`config.mk`:
```
export PLATFORM = sky130hd
export DESIGN_NAME = rvDisasmTop
export DESIGN_NICKNAME = d
export VERILOG_FILES = /design/src/rvDecodePkg.sv /design/src/decodeIf.sv /design/src/opcodeMatcher.sv /design/src/operandExtract.sv /design/src/reqAckCtrl.sv /design/src/rvDisasmTop.sv
export SDC_FILE = /design/constraint.sdc
export NUM_CORES = 1
export LEC_CHECK = 0
export BUFFER_PORTS_ARGS = -buffer_cell sky130_fd_sc_hd__buf_2
export CAP_MARGIN = 20
export CORE_MARGIN = 4
export CORE_UTILIZATION = 55
export CTS_CLUSTER_SIZE = 20
export DETAILED_ROUTE_END_ITERATION = 8
export GPL_TIMING_DRIVEN = 0
export PLACE_DENSITY = 0.8
export SLEW_MARGIN = 5
export SYNTH_ARGS = -nofsm -noshare
export SYNTH_HDL_FRONTEND = slang
export SYNTH_SLANG_ARGS = --single-unit
```
`constraint.sdc`:
```
create_clock -name clk -period 4.85 [get_ports clk]
set_input_delay 0.97 -clock clk [delete_from_list [all_inputs] [get_ports clk]]
set_output_delay 0.97 -clock clk [all_outputs]
set_load 0.01 [all_outputs]
```
`src/rvDecodePkg.sv`:
```
package rvDecodePkg;

  typedef logic [31:0] instrT;
  typedef logic [4:0] regIdxT;
  typedef logic signed [31:0] immT;

  // Operand layout of a decoded instruction
  typedef enum logic [3:0] {
    FMT_R,
    FMT_I,
    FMT_S,
    FMT_B,
    FMT_U,
    FMT_J,
    FMT_SH,
    FMT_CSR,
    FMT_CSRI,
    FMT_NONE
  } instrFmtT;

  typedef enum logic [6:0] {
    // RV32I base
    LUI, AUIPC, JAL, JALR,
    BEQ, BNE, BLT, BGE, BLTU, BGEU,
    LB, LH, LW, LBU, LHU,
    SB, SH, SW,
    ADDI, SLTI, SLTIU, XORI, ORI, ANDI,
    SLLI, SRLI, SRAI,
    ADD, SUB, SLL, SLT, SLTU, XOR, SRL, SRA, OR, AND,
    FENCE, ECALL, EBREAK,
    // Machine mode
    MRET, WFI,
    // M extension
    MUL, MULH, MULHSU, MULHU, DIV, DIVU, REM, REMU,
    // Zicsr
    CSRRW, CSRRS, CSRRC, CSRRWI, CSRRSI, CSRRCI,
    ILLEGAL
  } mnemonicT;

  // Major opcodes, instr[6:0]
  localparam logic [6:0] OPC_OP       = 7'b0110011;
  localparam logic [6:0] OPC_OP_IMM   = 7'b0010011;
  localparam logic [6:0] OPC_LOAD     = 7'b0000011;
  localparam logic [6:0] OPC_STORE    = 7'b0100011;
  localparam logic [6:0] OPC_BRANCH   = 7'b1100011;
  localparam logic [6:0] OPC_LUI      = 7'b0110111;
  localparam logic [6:0] OPC_AUIPC    = 7'b0010111;
  localparam logic [6:0] OPC_JAL      = 7'b1101111;
  localparam logic [6:0] OPC_JALR     = 7'b1100111;
  localparam logic [6:0] OPC_MISC_MEM = 7'b0001111;
  localparam logic [6:0] OPC_SYSTEM   = 7'b1110011;

endpackage

```
`src/decodeIf.sv`:
```
`timescale 1ns/10ps

interface decodeIf import rvDecodePkg::*; ();

  instrT    instr;
  mnemonicT mnemonic;
  instrFmtT fmt;
  logic     illegal;
  regIdxT   rd;
  regIdxT   rs1;
  regIdxT   rs2;
  immT      imm;

  modport ctrl (
    output instr,
    input  mnemonic, fmt, illegal, rd, rs1, rs2, imm
  );

  modport match (input instr, output mnemonic, fmt, illegal);

  modport extract (input instr, fmt, output rd, rs1, rs2, imm);

endinterface

```
`src/opcodeMatcher.sv`:
```
`timescale 1ns/10ps

module opcodeMatcher import rvDecodePkg::*; #(
  parameter int XLEN = 32
) (
  decodeIf.match dec
);

  logic [6:0] opcode;
  logic [2:0] funct3;
  logic [6:0] funct7;
  logic       shamtOk;
  mnemonicT   mn;
  instrFmtT   fmt;

  assign opcode = dec.instr[6:0];
  assign funct3 = dec.instr[14:12];
  assign funct7 = dec.instr[31:25];

  // On RV32 bit 25 would be shamt[5], which does not exist
  assign shamtOk = (XLEN != 32) || !dec.instr[25];

  always_comb begin
    mn = ILLEGAL;
    case (opcode)
      OPC_LUI:      mn = LUI;
      OPC_AUIPC:    mn = AUIPC;
      OPC_JAL:      mn = JAL;
      OPC_JALR:     mn = (funct3 == 3'b000) ? JALR : ILLEGAL;
      OPC_MISC_MEM: mn = (funct3 == 3'b000) ? FENCE : ILLEGAL;
      OPC_BRANCH: begin
        case (funct3)
          3'b000:  mn = BEQ;
          3'b001:  mn = BNE;
          3'b100:  mn = BLT;
          3'b101:  mn = BGE;
          3'b110:  mn = BLTU;
          3'b111:  mn = BGEU;
          default: mn = ILLEGAL;
        endcase
      end
      OPC_LOAD: begin
        case (funct3)
          3'b000:  mn = LB;
          3'b001:  mn = LH;
          3'b010:  mn = LW;
          3'b100:  mn = LBU;
          3'b101:  mn = LHU;
          default: mn = ILLEGAL;
        endcase
      end
      OPC_STORE: begin
        case (funct3)
          3'b000:  mn = SB;
          3'b001:  mn = SH;
          3'b010:  mn = SW;
          default: mn = ILLEGAL;
        endcase
      end
      OPC_OP_IMM: begin
        // funct7 only matters for the shifts
        casez ({funct7, funct3})
          10'b???????_000: mn = ADDI;
          10'b???????_010: mn = SLTI;
          10'b???????_011: mn = SLTIU;
          10'b???????_100: mn = XORI;
          10'b???????_110: mn = ORI;
          10'b???????_111: mn = ANDI;
          10'b000000?_001: mn = shamtOk ? SLLI : ILLEGAL;
          10'b000000?_101: mn = shamtOk ? SRLI : ILLEGAL;
          10'b010000?_101: mn = shamtOk ? SRAI : ILLEGAL;
          default:         mn = ILLEGAL;
        endcase
      end
      OPC_OP: begin
        case ({funct7, funct3})
          10'b0000000_000: mn = ADD;
          10'b0100000_000: mn = SUB;
          10'b0000000_001: mn = SLL;
          10'b0000000_010: mn = SLT;
          10'b0000000_011: mn = SLTU;
          10'b0000000_100: mn = XOR;
          10'b0000000_101: mn = SRL;
          10'b0100000_101: mn = SRA;
          10'b0000000_110: mn = OR;
          10'b0000000_111: mn = AND;
          10'b0000001_000: mn = MUL;
          10'b0000001_001: mn = MULH;
          10'b0000001_010: mn = MULHSU;
          10'b0000001_011: mn = MULHU;
          10'b0000001_100: mn = DIV;
          10'b0000001_101: mn = DIVU;
          10'b0000001_110: mn = REM;
          10'b0000001_111: mn = REMU;
          default:         mn = ILLEGAL;
        endcase
      end
      OPC_SYSTEM: begin
        case (funct3)
          // Privileged ops are fixed words
          3'b000: begin
            case (dec.instr)
              32'h0000_0073: mn = ECALL;
              32'h0010_0073: mn = EBREAK;
              32'h3020_0073: mn = MRET;
              32'h1050_0073: mn = WFI;
              default:       mn = ILLEGAL;
            endcase
          end
          3'b001:  mn = CSRRW;
          3'b010:  mn = CSRRS;
          3'b011:  mn = CSRRC;
          3'b101:  mn = CSRRWI;
          3'b110:  mn = CSRRSI;
          3'b111:  mn = CSRRCI;
          default: mn = ILLEGAL;
        endcase
      end
      default: mn = ILLEGAL;
    endcase
  end

  // Format follows from the mnemonic, so an illegal word lands on NONE
  always_comb begin
    case (mn)
      ADD, SUB, SLL, SLT, SLTU, XOR, SRL, SRA, OR, AND,
      MUL, MULH, MULHSU, MULHU, DIV, DIVU, REM, REMU:   fmt = FMT_R;
      ADDI, SLTI, SLTIU, XORI, ORI, ANDI, JALR,
      LB, LH, LW, LBU, LHU:                             fmt = FMT_I;
      SLLI, SRLI, SRAI:                                 fmt = FMT_SH;
      SB, SH, SW:                                       fmt = FMT_S;
      BEQ, BNE, BLT, BGE, BLTU, BGEU:                   fmt = FMT_B;
      LUI, AUIPC:                                       fmt = FMT_U;
      JAL:                                              fmt = FMT_J;
      CSRRW, CSRRS, CSRRC:                              fmt = FMT_CSR;
      CSRRWI, CSRRSI, CSRRCI:                           fmt = FMT_CSRI;
      default:                                          fmt = FMT_NONE;
    endcase
  end

  assign dec.mnemonic = mn;
  assign dec.fmt      = fmt;
  assign dec.illegal  = (mn == ILLEGAL);

endmodule

```
`src/operandExtract.sv`:
```
`timescale 1ns/10ps

module operandExtract import rvDecodePkg::*; (
  decodeIf.extract dec
);

  instrT  ins;
  regIdxT rdField;
  regIdxT rs1Field;
  regIdxT rs2Field;
  immT    immI;
  immT    immS;
  immT    immB;
  immT    immU;
  immT    immJ;
  immT    csrAddr;
  immT    shamt;

  assign ins      = dec.instr;
  assign rdField  = ins[11:7];
  assign rs1Field = ins[19:15];
  assign rs2Field = ins[24:20];

  // Sign-extended immediates per format
  assign immI = {{20{ins[31]}}, ins[31:20]};
  assign immS = {{20{ins[31]}}, ins[31:25], ins[11:7]};
  assign immB = {{19{ins[31]}}, ins[31], ins[7], ins[30:25], ins[11:8], 1'b0};
  assign immU = {ins[31:12], 12'b0};
  assign immJ = {{11{ins[31]}}, ins[31], ins[19:12], ins[20], ins[30:21], 1'b0};

  assign csrAddr = {20'b0, ins[31:20]};
  // Bit 25 is zero for any shift the matcher accepts on RV32
  assign shamt   = {26'b0, ins[25:20]};

  always_comb begin
    dec.rd  = '0;
    dec.rs1 = '0;
    dec.rs2 = '0;
    dec.imm = '0;
    case (dec.fmt)
      FMT_R: begin
        dec.rd  = rdField;
        dec.rs1 = rs1Field;
        dec.rs2 = rs2Field;
      end
      FMT_I, FMT_SH, FMT_CSR: begin
        dec.rd  = rdField;
        dec.rs1 = rs1Field;
        dec.imm = (dec.fmt == FMT_I) ? immI : (dec.fmt == FMT_SH) ? shamt : csrAddr;
      end
      FMT_S, FMT_B: begin
        dec.rs1 = rs1Field;
        dec.rs2 = rs2Field;
        dec.imm = (dec.fmt == FMT_S) ? immS : immB;
      end
      FMT_U: begin
        dec.rd  = rdField;
        dec.imm = immU;
      end
      FMT_J: begin
        dec.rd  = rdField;
        dec.imm = immJ;
      end
      FMT_CSRI: begin
        // rs1 slot holds the 5-bit zimm
        dec.rd  = rdField;
        dec.rs1 = rs1Field;
        dec.imm = csrAddr;
      end
      default: ;
    endcase
  end

endmodule

```
`src/reqAckCtrl.sv`:
```
`timescale 1ns/10ps

module reqAckCtrl import rvDecodePkg::*; (
  input  logic     clk,
  input  logic     rst,
  input  logic     instrReq,
  input  instrT    instr,
  output logic     instrAck,
  output mnemonicT mnemonic,
  output instrFmtT fmt,
  output regIdxT   rd,
  output regIdxT   rs1,
  output regIdxT   rs2,
  output immT      imm,
  output logic     illegal,
  decodeIf.ctrl    dec
);

  typedef enum logic [1:0] {
    IDLE,
    DECODE,
    ACK
  } stateT;

  stateT state;

  always_ff @(posedge clk) begin
    if (rst) begin
      state <= IDLE;
    end else begin
      case (state)
        IDLE:    if (instrReq) state <= DECODE;
        DECODE:  state <= ACK;
        // Held request keeps the result frozen
        ACK:     if (!instrReq) state <= IDLE;
        default: state <= IDLE;
      endcase
    end
  end

  // Word is taken as the request is accepted
  always_ff @(posedge clk) begin
    if (state == IDLE && instrReq) begin
      dec.instr <= instr;
    end
  end

  // Decoded record settles during DECODE
  always_ff @(posedge clk) begin
    if (rst) begin
      mnemonic <= ILLEGAL;
      fmt      <= FMT_NONE;
      rd       <= '0;
      rs1      <= '0;
      rs2      <= '0;
      imm      <= '0;
      illegal  <= 1'b0;
    end else if (state == DECODE) begin
      mnemonic <= dec.mnemonic;
      fmt      <= dec.fmt;
      rd       <= dec.rd;
      rs1      <= dec.rs1;
      rs2      <= dec.rs2;
      imm      <= dec.imm;
      illegal  <= dec.illegal;
    end
  end

  assign instrAck = (state == ACK);

endmodule

```
`src/rvDisasmTop.sv`:
```
`timescale 1ns/10ps

module rvDisasmTop import rvDecodePkg::*; #(
  parameter int XLEN = 32
) (
  input  logic     clk,
  input  logic     rst,
  input  logic     instrReq,
  input  instrT    instr,
  output logic     instrAck,
  output mnemonicT mnemonic,
  output instrFmtT fmt,
  output regIdxT   rd,
  output regIdxT   rs1,
  output regIdxT   rs2,
  output immT      imm,
  output logic     illegal
);

  decodeIf dec ();

  reqAckCtrl uCtrl (
    .clk      (clk),
    .rst      (rst),
    .instrReq (instrReq),
    .instr    (instr),
    .instrAck (instrAck),
    .mnemonic (mnemonic),
    .fmt      (fmt),
    .rd       (rd),
    .rs1      (rs1),
    .rs2      (rs2),
    .imm      (imm),
    .illegal  (illegal),
    .dec      (dec.ctrl)
  );

  // Matcher and extractor are combinational on the captured word
  opcodeMatcher #(.XLEN(XLEN)) uMatch (.dec(dec.match));

  operandExtract uExtract (.dec(dec.extract));

endmodule

```
==> results of run 1 <==
## flip-flops by register name (all words and copies together), names as in the netlist
register and flops:
uCtrl.dec.instr 32, uCtrl.imm 32, uCtrl.mnemonic 6, uCtrl.rd 5, uCtrl.rs1 5, uCtrl.rs2 5
uCtrl.fmt 4, uCtrl.state 2, uCtrl.illegal 1
## metrics by stage
stage               power [mW]  worst slack, ps  cell area [um2]
finish                   1.601            627.8             5614
CTS                      1.597            792.8             5614
floorplan                1.024             1009             4806
global placement         1.102           -241.8             5398
global route             1.657            470.9             5614
detailed placement       1.109            823.2             5425
## power by group through the flow
stage | combinational [mW] | clock [mW] | sequential, mW
global placement | 0.223 | 0 | 0.879
global route | 0.258 | 0.534 | 0.865
finish | 0.236 | 0.504 | 0.861
CTS | 0.232 | 0.505 | 0.860
floorplan | 0.148 | 0 | 0.875
detailed placement | 0.231 | 0 | 0.878
## worst reg2reg max path, cell delays in order, from the launching register on
cell and delay (ps):
sky130_fd_sc_hd__edfxtp_1 410, sky130_fd_sc_hd__buf_2 230, sky130_fd_sc_hd__buf_2 270, sky130_fd_sc_hd__nand3b_1 140, sky130_fd_sc_hd__o21ai_0 100, sky130_fd_sc_hd__a2bb2oi_1 230
sky130_fd_sc_hd__o21ai_1 140, sky130_fd_sc_hd__a2111oi_1 720, sky130_fd_sc_hd__buf_2 370, sky130_fd_sc_hd__nor4_4 70, sky130_fd_sc_hd__o41ai_1 910, sky130_fd_sc_hd__o31ai_2 290
sky130_fd_sc_hd__a22o_1 250
## routing by layer
metal  routed length [um]  part of all wire (%)
met2                 6501                    46
met3                 1410                   9.9
met4                  291                   2.0
met5                    0                     0
met1                 6013                    42
## path summary, 6_finish.rpt
path | start | to | cells past startpoint
worst min-delay path | uCtrl.rd[1] | uCtrl.rd[1] | 2
worst max register to register | uCtrl.dec.instr[13] | uCtrl.rs1[3] | 12
worst min register to register | uCtrl.rd[1] | uCtrl.rd[1] | 2
worst max-delay path | uCtrl.dec.instr[13] | uCtrl.rs1[3] | 12
## cells by family after synthesis
family / synth area share, %
other cells: 0.07803
buf+inv: 5.415
flops: 44.99
xor+xnor: 0.7291
simple gates: 23.74
mux: 0.4686
compound gates: 24.58
## placed cells by master, fill, tap and decap left out, types with 4 or more instances in the layout
cell type / n
sky130_fd_sc_hd__clkbuf_8: 9
sky130_fd_sc_hd__a221oi_1: 4
sky130_fd_sc_hd__dfxtp_1: 60
sky130_fd_sc_hd__a211o_1: 4
sky130_fd_sc_hd__o211ai_1: 7
sky130_fd_sc_hd__nand3b_1: 4
sky130_fd_sc_hd__nand2_1: 56
sky130_fd_sc_hd__nor3_1: 17
sky130_fd_sc_hd__a211oi_1: 29
sky130_fd_sc_hd__edfxtp_1: 32
sky130_fd_sc_hd__inv_1: 4
sky130_fd_sc_hd__a21oi_1: 24
sky130_fd_sc_hd__buf_4: 4
sky130_fd_sc_hd__nor2b_1: 13
sky130_fd_sc_hd__nor2_1: 47
sky130_fd_sc_hd__nand2b_1: 4
sky130_fd_sc_hd__o21ai_1: 25
sky130_fd_sc_hd__or3_1: 4
sky130_fd_sc_hd__a22o_1: 16
sky130_fd_sc_hd__clkbuf_1: 25
sky130_fd_sc_hd__nand4_1: 10
sky130_fd_sc_hd__buf_2: 114
sky130_fd_sc_hd__o21ai_0: 14
sky130_fd_sc_hd__nand3_1: 16
sky130_fd_sc_hd__and2_1: 6
sky130_fd_sc_hd__nor4_1: 4
## synthesized netlist by cell type (all sizes together) (6+ instances only)
cell     n  area share, %
dfxtp   60             25
nand2   56            4.4
nor2    48            3.8
o21ai   39            4.1
edfxtp  32             20
a211oi  29            4.5
buf     28            3.2
clkbuf  25            2.0
a21oi   24            2.5
nor3    20            2.4
a22o    16            2.9
nand3   16            1.7
nor2b   13            1.7
nand4   10            1.3
nor4     8            1.7
o211ai   7            1.1
and2     6           0.78
## cell type report
class	instances	share of cell area, %
sequential	92	38.51
clock inverter	7	1.159
clock buffer	9	2.206
tap	105	2.340
multi-input combinational	388	42.55
timing repair buffer	94	8.603
inverter	4	0.2674
buffer	53	4.368
==> impl_results.rst, run 1 <==
.. list-table::
   :header-rows: 1

   * - Metric
     - Value
   * - Reg-to-reg setup timing slack
     - approximately 630 ps
   * - Max_cap viols
     - 0
   * - CP Capture Type
     - flop
   * - Core Box Area
     - 8341 um2
   * - ANT cells
     - 0
   * - Clock share of power
     - 31.5%
   * - 1st-iter DRT viols
     - 324
   * - Cell with the biggest individual delay on the critical path
     - sky130_fd_sc_hd__o41ai_1
   * - Synthesized area per cell
     - 8.949 um2
   * - Setup violation total in the final timing report
     - 0
   * - Largest net degree at the start of global routing
     - 19
   * - Number of different library cells in the post-synthesis netlist
     - 74
   * - Final-layout setup total negative slack
     - 0 ps
   * - Sequential share of the synthesized area
     - 44.99%
   * - Post-DRT Antenna Nets
     - 0
   * - Switching pwr
     - slightly below 0.5 mW
   * - Final critical delay including setup and external delays
     - 4222 ps
   * - Placed cells
     - ~740
   * - Clock network latency to the later pin of the worst-skew pair
     - ~380 ps
   * - Total number of yosys warnings
     - 0
   * - Final design utilization
     - 67.31%
   * - Quantity of I/O buffers inserted on ports
     - between 90 and 100
   * - Peak Freq
     - between 200 and 250 MHz
   * - Leakage power total
     - 2.193 nW
   * - Clock tree from TritonCTS
     - yes
   * - Overall global routing resource usage
     - 27.85%
   * - Largest driver fanout on the critical path
     - 10
   * - Power density cells
     - 285.1 nW/um2
   * - Transition at the pin with the smallest max-transition slack
     - 1065 ps
   * - Die Area
     - 10300 um2
   * - Number of top-level design ports
     - 95
   * - DPL Wire Length
     - 10580 um
   * - Routed length per placed instance
     - 18.91 um
   * - Clock-pin slew on the worst setup and hold paths
     - 100 ps
   * - Max-Slew Margin vs Limit
     - 28.71%
   * - Via density per instance
     - roughly 6.3
   * - Cell Rows
     - 33
   * - # hold bufs at CTS
     - 0
   * - Antenna violations before repair
     - 0
   * - #FFs+latches synth
     - 92
   * - Fillcell total
     - 740
   * - Total via count after detailed routing
     - between 4k and 5k
   * - Clock skew after layout
     - 10.46 ps
   * - Cell internal pwr
     - roughly 1.1 mW
   * - Die X-Extent
     - 101.5 um
   * - Total count of max-transition violations in the final report
     - 0
   * - Part of the power in combinational logic
     - ~15%
   * - Root cell of the clock tree
     - sky130_fd_sc_hd__clkbuf_8
   * - Worst Hold Slack
     - 456.6 ps
   * - Area taken by multi-input logic gates
     - 2389 um2
   * - Busiest layer in global routing
     - met2
   * - Type of the tightest min-delay check
     - flop to flop
   * - Result of the run
     - finished clean
   * - Data arrival time of the critical path
     - approximately 4500 ps
   * - Area overhead of the layout relative to synthesis
     - 16.82%
   * - Via count of the first global-routing pass
     - 4407
   * - Kind of critical path
     - flop to flop
   * - First-pass GRT wire length
     - approximately 23000 um
   * - Crit path largest cell delay
     - 910 ps
   * - Maximum count of clock buffers along a single path
     - 2
   * - Dominant cell type by count on the critical path
     - sky130_fd_sc_hd__buf_2
   * - Count of endpoints failing hold in the final timing report
     - 0
   * - Initial cell density of the core
     - 57.62%
   * - Primary FF master, synth
     - sky130_fd_sc_hd__dfxtp_1
   * - Worst ir drop on vdd
     - between 150 and 200 uV
   * - Async set-reset flop share out of synthesis
     - 0%
   * - Final routed DRC violation total
     - 0
   * - Met1 Resource Use GR
     - 38.13%
   * - Sequential Power Share
     - 53.8%
   * - Part of the cycle the worst path needs
     - 87.06%
   * - Data required, critical path
     - 5130 ps
   * - Count of buffering cells on the critical path with inverters included
     - 3
   * - Routability congestion estimate
     - between 0.9 and 1
   * - Nets
     - 677
   * - Startpoint type of the worst setup path
     - flop
   * - Switching power share of the total
     - 30.41%
   * - Post-CTS setup repair buffer count
     - 0
   * - M3 GR Usage
     - 6.336%
   * - First-pass iteration count of the detailed router
     - 5
   * - Clock Sinks
     - between 90 and 100
   * - Total CTS buffers
     - 9
   * - Post-layout instance count excluding filler cells
     - about 750
   * - Mapped Cells
     - 537
   * - Overflow left after global routing
     - 0
   * - Routed Wire Length
     - 14220 um
   * - Crit path cell chain
     - buf_2, buf_2, nand3b_1, o21ai_0, a2bb2oi_1, o21ai_1, a2111oi_1, buf_2, nor4_4, o41ai_1, o31ai_2, a22o_1
   * - Die Y
     - 101.5 um
   * - Mapped Nets
     - 572
   * - GR met2 Demand/Resource
     - 43.51%
   * - Critical path's top delay family
     - compound AO/OA/AOI/OAI gates
   * - Register Area
     - 2162 um2
   * - Setup repair after global routing missed its margin
     - no
   * - Post-synth EDFFs
     - 32
   * - Maximum level of the CTS H-tree
     - 3
   * - Area of the mapped netlist
     - 4806 um2
   * - Count of instances resized after the clock tree is built
     - 0
   * - Fraction of final layout cells with drive strength greater than 1
     - between 20% and 30%
Note: power is estimated with default switching activity, not from simulation.
==> run 2: changes to the inputs <==
Settings changed: CORE_ASPECT_RATIO set to 1.5.
==> run 2 against run 1 <==
  * Hold slack worse by 4.4 ps
  * Largest cell class unchanged
  * First-iteration DRC count up 22%
  * Non-clock buffer count is the same
  * Clock skew is 2.3 ps lower
  * Cell count up 0.27%
==> impl_results.rst, run 2 (same netlist as run 1, synthesis figures left out) <==
.. list-table::
   :header-rows: 1

   * - Metric
     - Value
   * - Result of the run
     - finished clean
   * - Via density per instance
     - 6.386 (+2.2%)
   * - Placed cells
     - 738 (+0.27%)
   * - Logic depth of the worst register-to-register path
     - 15 (+3)
   * - Clock Sinks
     - 92 (unchanged)
   * - Startpoint type of the worst setup path
     - flop
   * - Quantity of I/O buffers inserted on ports
     - 92 (unchanged)
   * - Via count of the first global-routing pass
     - 4508 (+2.3%)
   * - Type of the tightest min-delay check
     - flop to flop
   * - Post-Layout Inst Area
     - 5709 um2 (+1.7%)
   * - Final critical-path setup slack
     - 817.9 ps (+190.1 ps)
   * - Routed Wire Length
     - 14450 um (+1.7%)
   * - Part of the cycle the worst path needs
     - 83.14% (-3.9 points)
   * - Worst reg2reg path startpoint
     - uCtrl.dec.instr[12]
   * - Total via count after detailed routing
     - 4815 (+2.4%)
   * - Max_cap viols
     - 0 (unchanged)
   * - Worst setup path end
     - uCtrl.imm[19]
   * - ANT cells
     - 0 (unchanged)
   * - Kind of critical path
     - flop to flop
   * - Number of top-level design ports
     - 95 (unchanged)
   * - Critical path launch point
     - uCtrl.dec.instr[12]
   * - Setup repair after global routing missed its margin
     - no
   * - Core Box Area
     - 8464 um2 (+1.5%)
   * - Final design utilization
     - 67.45% (+0.14 points)
   * - Clock-pin slew on the worst setup and hold paths
     - 70 ps (-30 ps)
   * - Data required, critical path
     - 5130 ps (about the same)
   * - Pre-CTS setup slack
     - 1034 ps (+210.6 ps)
   * - Peak Freq
     - 248.0 MHz (+4.7%)
   * - 1st-iter DRT viols
     - 395 (+22%)
   * - Crit path largest cell delay
     - 560 ps (-350 ps)
   * - Reg-to-reg setup timing slack
     - 820 ps (+190 ps)
   * - Routed length per placed instance
     - 19.17 um (+1.4%)
   * - Count of endpoints failing hold in the final timing report
     - 0 (unchanged)
   * - Initial cell density of the core
     - 56.78% (-0.84 points)
   * - Largest driver fanout on the critical path
     - 10 (unchanged)
   * - Routability congestion estimate
     - 0.9431 (unchanged)
   * - Root cell of the clock tree
     - sky130_fd_sc_hd__clkbuf_16
   * - Data arrival time of the critical path
     - 4310 ps (-190 ps)
   * - Largest registers
     - uCtrl.dec.instr x32, uCtrl.imm x32, uCtrl.mnemonic x6
   * - First-pass iteration count of the detailed router
     - 5 (unchanged)
   * - Most used cells in the layout excluding fill and tap cells
     - sky130_fd_sc_hd__buf_2 (114), sky130_fd_sc_hd__dfxtp_1 (60), sky130_fd_sc_hd__nand2_1 (56), sky130_fd_sc_hd__nor2_1 (47), sky130_fd_sc_hd__edfxtp_1 (32)
   * - Total cell area at the placement stage
     - 5424 um2 (about the same)
   * - Final routed DRC violation total
     - 0 (unchanged)
   * - Max-Slew Margin vs Limit
     - 36.96% (+8.3 points)
   * - Clock tree from TritonCTS
     - yes
   * - Post-layout instance count excluding filler cells
     - 754 (+0.27%)
   * - Total CTS buffers
     - 9 (unchanged)
   * - Transition at the pin with the smallest max-transition slack
     - 921.7 ps (-142.9 ps)
   * - Final critical delay including setup and external delays
     - 4032 ps (-190.1 ps)
   * - Largest net degree at the start of global routing
     - 18 (-1)
   * - Most frequent standard cell in the layout excluding fill and tap cells
     - sky130_fd_sc_hd__buf_2
   * - Die X-Extent
     - 84.33 um (-17%)
   * - Setup violation total in the final timing report
     - 0 (unchanged)
   * - Clock skew after layout
     - 8.199 ps (-2.261 ps)
   * - Cell Rows
     - 41 (+24%)
   * - Total count of max-transition violations in the final report
     - 0 (unchanged)
   * - Dominant cell type by count on the critical path
     - sky130_fd_sc_hd__buf_2
   * - Post-DRT Antenna Nets
     - 0 (unchanged)
   * - Cell with the biggest individual delay on the critical path
     - sky130_fd_sc_hd__nor3_2
   * - Leakage power total
     - 2.234 nW (+1.9%)
   * - First-pass GRT wire length
     - 23020 um (+1.8%)
   * - Die Area
     - 10330 um2 (+0.30%)
   * - Die Y
     - 122.5 um (+21%)
   * - Maximum count of clock buffers along a single path
     - 2 (unchanged)
   * - Power density cells
     - 309.0 nW/um2 (+8.4%)
   * - Fraction of final layout cells with drive strength greater than 1
     - 23.34% (unchanged)
   * - DPL Wire Length
     - 10750 um (+1.6%)
   * - Overall global routing resource usage
     - 27.99% (+0.14 points)
   * - # hold bufs at CTS
     - 0 (unchanged)
   * - Worst ir drop on vdd
     - 230.9 uV (+17%)
   * - CP Capture Type
     - flop
   * - Overflow left after global routing
     - 0 (unchanged)
   * - Post-CTS setup repair buffer count
     - 0 (unchanged)
   * - Count of instances resized after the clock tree is built
     - 0 (unchanged)
   * - Nets
     - 677 (unchanged)
   * - Clock network latency to the later pin of the worst-skew pair
     - 340 ps (-40 ps)
   * - Crit path cell chain
     - buf_2, nor3_2, nand3_1, nor3_1, nand3_1, and4_1, buf_2, buf_2, o211ai_1, a21boi_0, a211oi_1, nor4bb_1, buf_2, a211oi_1, o21ai_1
   * - Capture point of the worst reg-to-reg path
     - uCtrl.imm[19]
   * - Maximum level of the CTS H-tree
     - 3 (unchanged)
   * - Antenna violations before repair
     - 0 (unchanged)
   * - Area overhead of the layout relative to synthesis
     - 18.80%
   * - Final-layout setup total negative slack
     - 0 ps (unchanged)
-- run 2: how the worst min path moves through the flow --
stage | slack [ps] | start | end | cells after the start
after CTS | 450 | uCtrl.imm[29] | uCtrl.imm[29] | 2
after global placement | 440 | uCtrl.imm[16] | uCtrl.imm[16] | 2
after detailed placement | 440 | uCtrl.imm[29] | uCtrl.imm[29] | 2
after floorplan | 470 | uCtrl.imm[11] | uCtrl.imm[11] | 2
after global routing | 470 | uCtrl.rd[0] | uCtrl.rd[0] | 2
final | 450 | uCtrl.imm[16] | uCtrl.imm[16] | 2
-- run 2: power breakdown --
part / internal, mW / switching [mW]
Sequential: 0.834 / 0.0287
Clock: 0.355 / 0.312
Combinational: 0.0831 / 0.152
Total: 1.27 / 0.492
-- run 2: per-layer routing --
| layer | share of wire, % | GRT usage (%) | vias up |
|---|---|---|---|
| met5 | 0 | 0 | - |
| met4 | 3.4 | 11.27 | 0 |
| met1 | 37 | 32.04 | 2277 |
| met2 | 51 | 51.19 | 271 |
| li1 | - | - | 2218 |
| met3 | 8.1 | 4.970 | 49 |
-- run 2: worst max-delay path: cells and delay by family (launching register included) --
family                 cells  cell delay, ps
DFF                        1             350
AOI/OAI and AO/OA          5            1010
and+or+nand+nor            6            1770
buffers and inverters      4             830
-- run 2: cell type report --
| cell class | count | area [um2] |
|---|---|---|
| multi-input combinational | 388 | 2389 |
| fill | 681 | 2755 |
| timing repair buffer | 94 | 479.2 |
| sequential | 92 | 2162 |
| clock buffer | 9 | 225.2 |
| buffer | 53 | 245.2 |
| inverter | 4 | 15.01 |
| clock inverter | 7 | 60.06 |
| tap | 107 | 133.9 |
-- run 2: through the flow --
stage,power (mW),hold WS [ps]
final,1.764,452.1
after global routing,1.829,473.7
after global placement,1.101,436.0
after floorplan,1.024,471.6
after CTS,1.764,452.5
after detailed placement,1.107,441.7
==> run 3: changes to the inputs <==
Settings changed: ABC_AREA set to 1, CORE_UTILIZATION 55 to 51, PLACE_DENSITY 0.8 to 0.77.
Clock period 4.85 ns to 3.25 ns, I/O delays scaled along.
==> run 3 against run 2 <==
  * Non-clock buffer count increased by 7
  * Combinational power increased by 120%
  * Critical path type unchanged
  * Clock power increased by 59%
  * Synthesized cell count increased by 44%
==> impl_results.rst, run 3 <==
.. list-table::
   :header-rows: 1

   * - Metric
     - Value
   * - Transition at the pin with the smallest max-transition slack
     - 823.8 ps (-97.94 ps)
   * - Die Area
     - 11910 um2 (+15%)
   * - Cell with the biggest individual delay on the critical path
     - sky130_fd_sc_hd__edfxtp_1
   * - Worst ir drop on vdd
     - 239.3 uV (+3.6%)
   * - Power density cells
     - 429.7 nW/um2 (+39%)
   * - Largest net degree at the start of global routing
     - 22 (+4)
   * - Via count of the first global-routing pass
     - 5465 (+21%)
   * - Leakage power total
     - 3.111 nW (+39%)
   * - Kind of critical path
     - flop to flop
   * - Data arrival time of the critical path
     - 3430 ps (-880 ps)
   * - Core Box Area
     - 9799 um2 (+16%)
   * - Type of the tightest min-delay check
     - flop to flop
   * - Max-Slew Margin vs Limit
     - 44.90% (+7.9 points)
   * - Busiest layer in global routing
     - met2
   * - Pre-CTS setup slack
     - -236.6 ps (-1270 ps)
   * - #FFs+latches synth
     - 92 (unchanged)
   * - Post-Layout Inst Area
     - 6689 um2 (+17%)
   * - Number of different library cells in the post-synthesis netlist
     - 30 (-59%)
   * - Design Power
     - 2.874 mW (+63%)
   * - Clock share of power
     - 36.8% (-1.0 points)
   * - Via density per instance
     - 5.580 (-13%)
   * - Sequential share of the synthesized area
     - 41.59% (-3.4 points)
   * - Cell Rows
     - 44 (+7.3%)
   * - Startpoint type of the worst setup path
     - flop
   * - Root cell of the clock tree
     - sky130_fd_sc_hd__clkbuf_16
   * - Sequential Power Share
     - 45.4% (-3.5 points)
   * - Synthesized area per cell
     - 6.725 um2 (-25%)
   * - First-pass GRT wire length
     - 26150 um (+14%)
   * - ANT cells
     - 0 (unchanged)
   * - Peak Freq
     - 318.0 MHz (+28%)
   * - Final critical-path setup slack
     - 105.4 ps (-712.5 ps)
   * - Area share of the largest cell type after synthesis
     - 23.10% (-1.9 points)
   * - Largest driver fanout on the critical path
     - 10 (unchanged)
   * - Result of the run
     - finished clean
   * - Data required, critical path
     - 3530 ps (-1600 ps)
   * - Final critical delay including setup and external delays
     - 3145 ps (-887.5 ps)
   * - Dominant cell type by count on the critical path
     - sky130_fd_sc_hd__nand2_1
   * - Count of endpoints failing hold in the final timing report
     - 0 (unchanged)
   * - GR met2 Demand/Resource
     - 50.73% (-0.46 points)
   * - Area of the mapped netlist
     - 5199 um2 (+8.2%)
   * - Synth area leaders
     - sky130_fd_sc_hd__dfxtp_1 (23%), sky130_fd_sc_hd__edfxtp_1 (18%), sky130_fd_sc_hd__nand2_1 (18%)
   * - Clock skew after layout
     - 7.176 ps (-1.023 ps)
   * - # hold bufs at CTS
     - 0 (unchanged)
   * - Area overhead of the layout relative to synthesis
     - 28.66%
   * - Overall global routing resource usage
     - 27.59% (-0.39 points)
   * - Clock-pin slew on the worst setup and hold paths
     - 70 ps (about the same)
   * - Critical path's top delay family
     - simple AND/OR/NAND/NOR gates
   * - First-pass iteration count of the detailed router
     - 5 (unchanged)
   * - Routed Wire Length
     - 17420 um (+21%)
   * - Overflow left after global routing
     - 0 (unchanged)
   * - Mapped Nets
     - 808 (+41%)
   * - Die X-Extent
     - 90.44 um (+7.2%)
   * - 1st-iter DRT viols
     - 554 (+40%)
   * - Total CTS buffers
     - 9 (unchanged)
   * - Post-synth EDFFs
     - 32 (unchanged)
   * - Maximum level of the CTS H-tree
     - 3 (unchanged)
   * - Maximum count of clock buffers along a single path
     - 2 (unchanged)
   * - Setup violation total in the final timing report
     - 0 (unchanged)
   * - Most frequent standard cell in the layout excluding fill and tap cells
     - sky130_fd_sc_hd__nand2_1
   * - Number of top-level design ports
     - 95 (unchanged)
   * - Mapped Cells
     - 773 (+44%)
   * - Cell internal pwr
     - 2.005 mW (+58%)
   * - Routed length per placed instance
     - 16.86 um (-12%)
   * - Total number of yosys warnings
     - 0 (unchanged)
   * - Count of buffering cells on the critical path with inverters included
     - 1 (-3)
   * - Fraction of final layout cells with drive strength greater than 1
     - 25.82% (+2.5 points)
   * - Routability congestion estimate
     - 0.9588 (+1.7%)
   * - Async set-reset flop share out of synthesis
     - 0% (unchanged)
   * - Primary FF master, synth
     - sky130_fd_sc_hd__dfxtp_1
   * - DPL Wire Length
     - 13160 um (+22%)
   * - M3 GR Usage
     - 4.863% (-0.11 points)
   * - Setup repair after global routing missed its margin
     - yes
   * - Max_cap viols
     - 0 (unchanged)
   * - Clock Sinks
     - 92 (unchanged)
   * - CP Capture Type
     - flop
   * - Antenna violations before repair
     - 0 (unchanged)
   * - Crit path cell chain
     - nor2_4, nand2_4, nor2_4, o21ai_2, nand3_1, nand2_1, nand2_2, nand2_1, nor2_4, nor2_1, nand2_1, nand2_1, nand2_1, nand2_2, nand2_4, nand2_2, nor2_4, nand3_2, buf_4, o211ai_1, nand2_1, a21oi_2
   * - Clock network latency to the later pin of the worst-skew pair
     - 350 ps (about the same)
   * - List of most frequent post-synthesis cells
     - sky130_fd_sc_hd__nand2_1 (252), sky130_fd_sc_hd__nor2_1 (96), sky130_fd_sc_hd__nand3_1 (79)
   * - Switching pwr
     - 0.8695 mW (+77%)
   * - Total cell area at the placement stage
     - 5829 um2 (+7.5%)
   * - Met1 Resource Use GR
     - 28.61% (-3.4 points)
   * - Dominant cell by count in the synthesized netlist
     - sky130_fd_sc_hd__nand2_1
   * - Total via count after detailed routing
     - 5764 (+20%)
   * - Initial cell density of the core
     - 53.05% (-3.7 points)
   * - Most used cells in the layout excluding fill and tap cells
     - sky130_fd_sc_hd__nand2_1 (240), sky130_fd_sc_hd__buf_2 (92), sky130_fd_sc_hd__nor2_1 (77), sky130_fd_sc_hd__nand3_1 (72), sky130_fd_sc_hd__inv_1 (66)
   * - Crit path largest cell delay
     - 530 ps (-30 ps)
   * - Switching power share of the total
     - 30.25% (+2.4 points)
   * - Clock tree from TritonCTS
     - yes
   * - Part of the power in combinational logic
     - 17.8% (+4.5 points)
   * - Die Y
     - 131.7 um (+7.5%)
   * - Part of the cycle the worst path needs
     - 96.76% (+14 points)
   * - Nets
     - 948 (+40%)
   * - Largest registers
     - uCtrl.dec.instr x32, uCtrl.imm x32, uCtrl.mnemonic x6
   * - Synth area leader
     - sky130_fd_sc_hd__dfxtp_1
   * - Final routed DRC violation total
     - 0 (unchanged)
   * - Total count of max-transition violations in the final report
     - 0 (unchanged)
   * - Post-DRT Antenna Nets
     - 0 (unchanged)
   * - Quantity of I/O buffers inserted on ports
     - 92 (unchanged)
[run 3: cell types whose count changed in the layout (fill, tap and decap cells not counted), moves of 13 or more]
| cell | change |
|---|---|
| sky130_fd_sc_hd__nor2_1 | +30 |
| sky130_fd_sc_hd__a211oi_1 | -29 |
| sky130_fd_sc_hd__buf_2 | -22 |
| sky130_fd_sc_hd__nor2_4 | +25 |
| sky130_fd_sc_hd__o21ai_1 | -20 |
| sky130_fd_sc_hd__nand2_2 | +14 |
| sky130_fd_sc_hd__a21oi_1 | +41 |
| sky130_fd_sc_hd__buf_4 | +34 |
| sky130_fd_sc_hd__nand3_1 | +56 |
| sky130_fd_sc_hd__a22o_1 | -16 |
| sky130_fd_sc_hd__nor2b_1 | -13 |
| sky130_fd_sc_hd__nor3_1 | -15 |
| sky130_fd_sc_hd__nand2_1 | +184 |
| sky130_fd_sc_hd__inv_1 | +62 |
[run 3: stage by stage]
step | hold WS [ps] | cells | setup TNS, ps | util [%]
5_1_grt | 460.5 | 1033 | -2006 | 68.26
3_5_place_dp | 453.6 | 981 | -4694 | 59.49
3_3_place_gp | 444.2 | 980 | -3324 | 59.27
4_1_cts | 463.5 | 1000 | 0 | 63.02
6_report | 461.1 | 1033 | 0 | 68.26
2_1_floorplan | 442.1 | 773 | 0 | -
[run 3: layout make-up]
class                           count  area, um2
Multi-Input combinational cell    580       2917
Fill cell                         887       3110
Sequential cell                    92       2162
Tap cell                          115      143.9
Clock inverter                      6      48.80
Clock buffer                       10      250.2
Buffer                             25      123.9
Inverter                           76      290.3
Timing Repair Buffer              129      753.2
[run 3: routing by layer]
layer | vias up | part of all wire [%]
met4 | 0 | 5.6
met2 | 259 | 52
met5 | - | 0
li1 | 2793 | -
met3 | 66 | 5.8
met1 | 2646 | 36
[run 3: path summary, 6_finish.rpt]
kind                       start             to  slack, ps  depth (start not counted)
min reg2reg        uCtrl.imm[15]  uCtrl.imm[15]        460                          2
max reg2reg  uCtrl.dec.instr[29]  uCtrl.imm[30]        110                         22
min                uCtrl.imm[15]  uCtrl.imm[15]        460                          2
max          uCtrl.dec.instr[29]  uCtrl.imm[30]        110                         22
[run 3: what timing repair did]
item,CTS,global route
gates cloned,0,0
pin swaps,1,20
setup buffers,3,33
endpoints found under the setup margin,43,47
resized for setup,7,74
[run 3: cell families (layout without fill, tap and decap cells)]
kind of cell	after synthesis	after routing	share of synthesized area [%]
compound gates	103	103	10.59
buf+inv	101	246	7.725
flops	92	92	41.59
other cells	1	1	0.07213
simple gates	476	476	40.02
[run 3: tightest hold or removal path: cells and delay by family (launching register included)]
family,cells,cell delay [ps]
AND/OR/NAND/NOR,1,60
AO/OA/AOI/OAI,1,50
flip-flops,1,310
[run 3: power by group through the flow]
| stage | logic [mW] | clock network [mW] | registers [mW] |
|---|---|---|---|
| after detailed placement | 0.421 | 0 | 1.33 |
| after CTS | 0.431 | 1.06 | 1.30 |
| after global placement | 0.409 | 0 | 1.33 |
| final | 0.512 | 1.06 | 1.30 |
| after global routing | 0.557 | 1.12 | 1.31 |
| after floorplan | 0.268 | 0 | 1.32 |
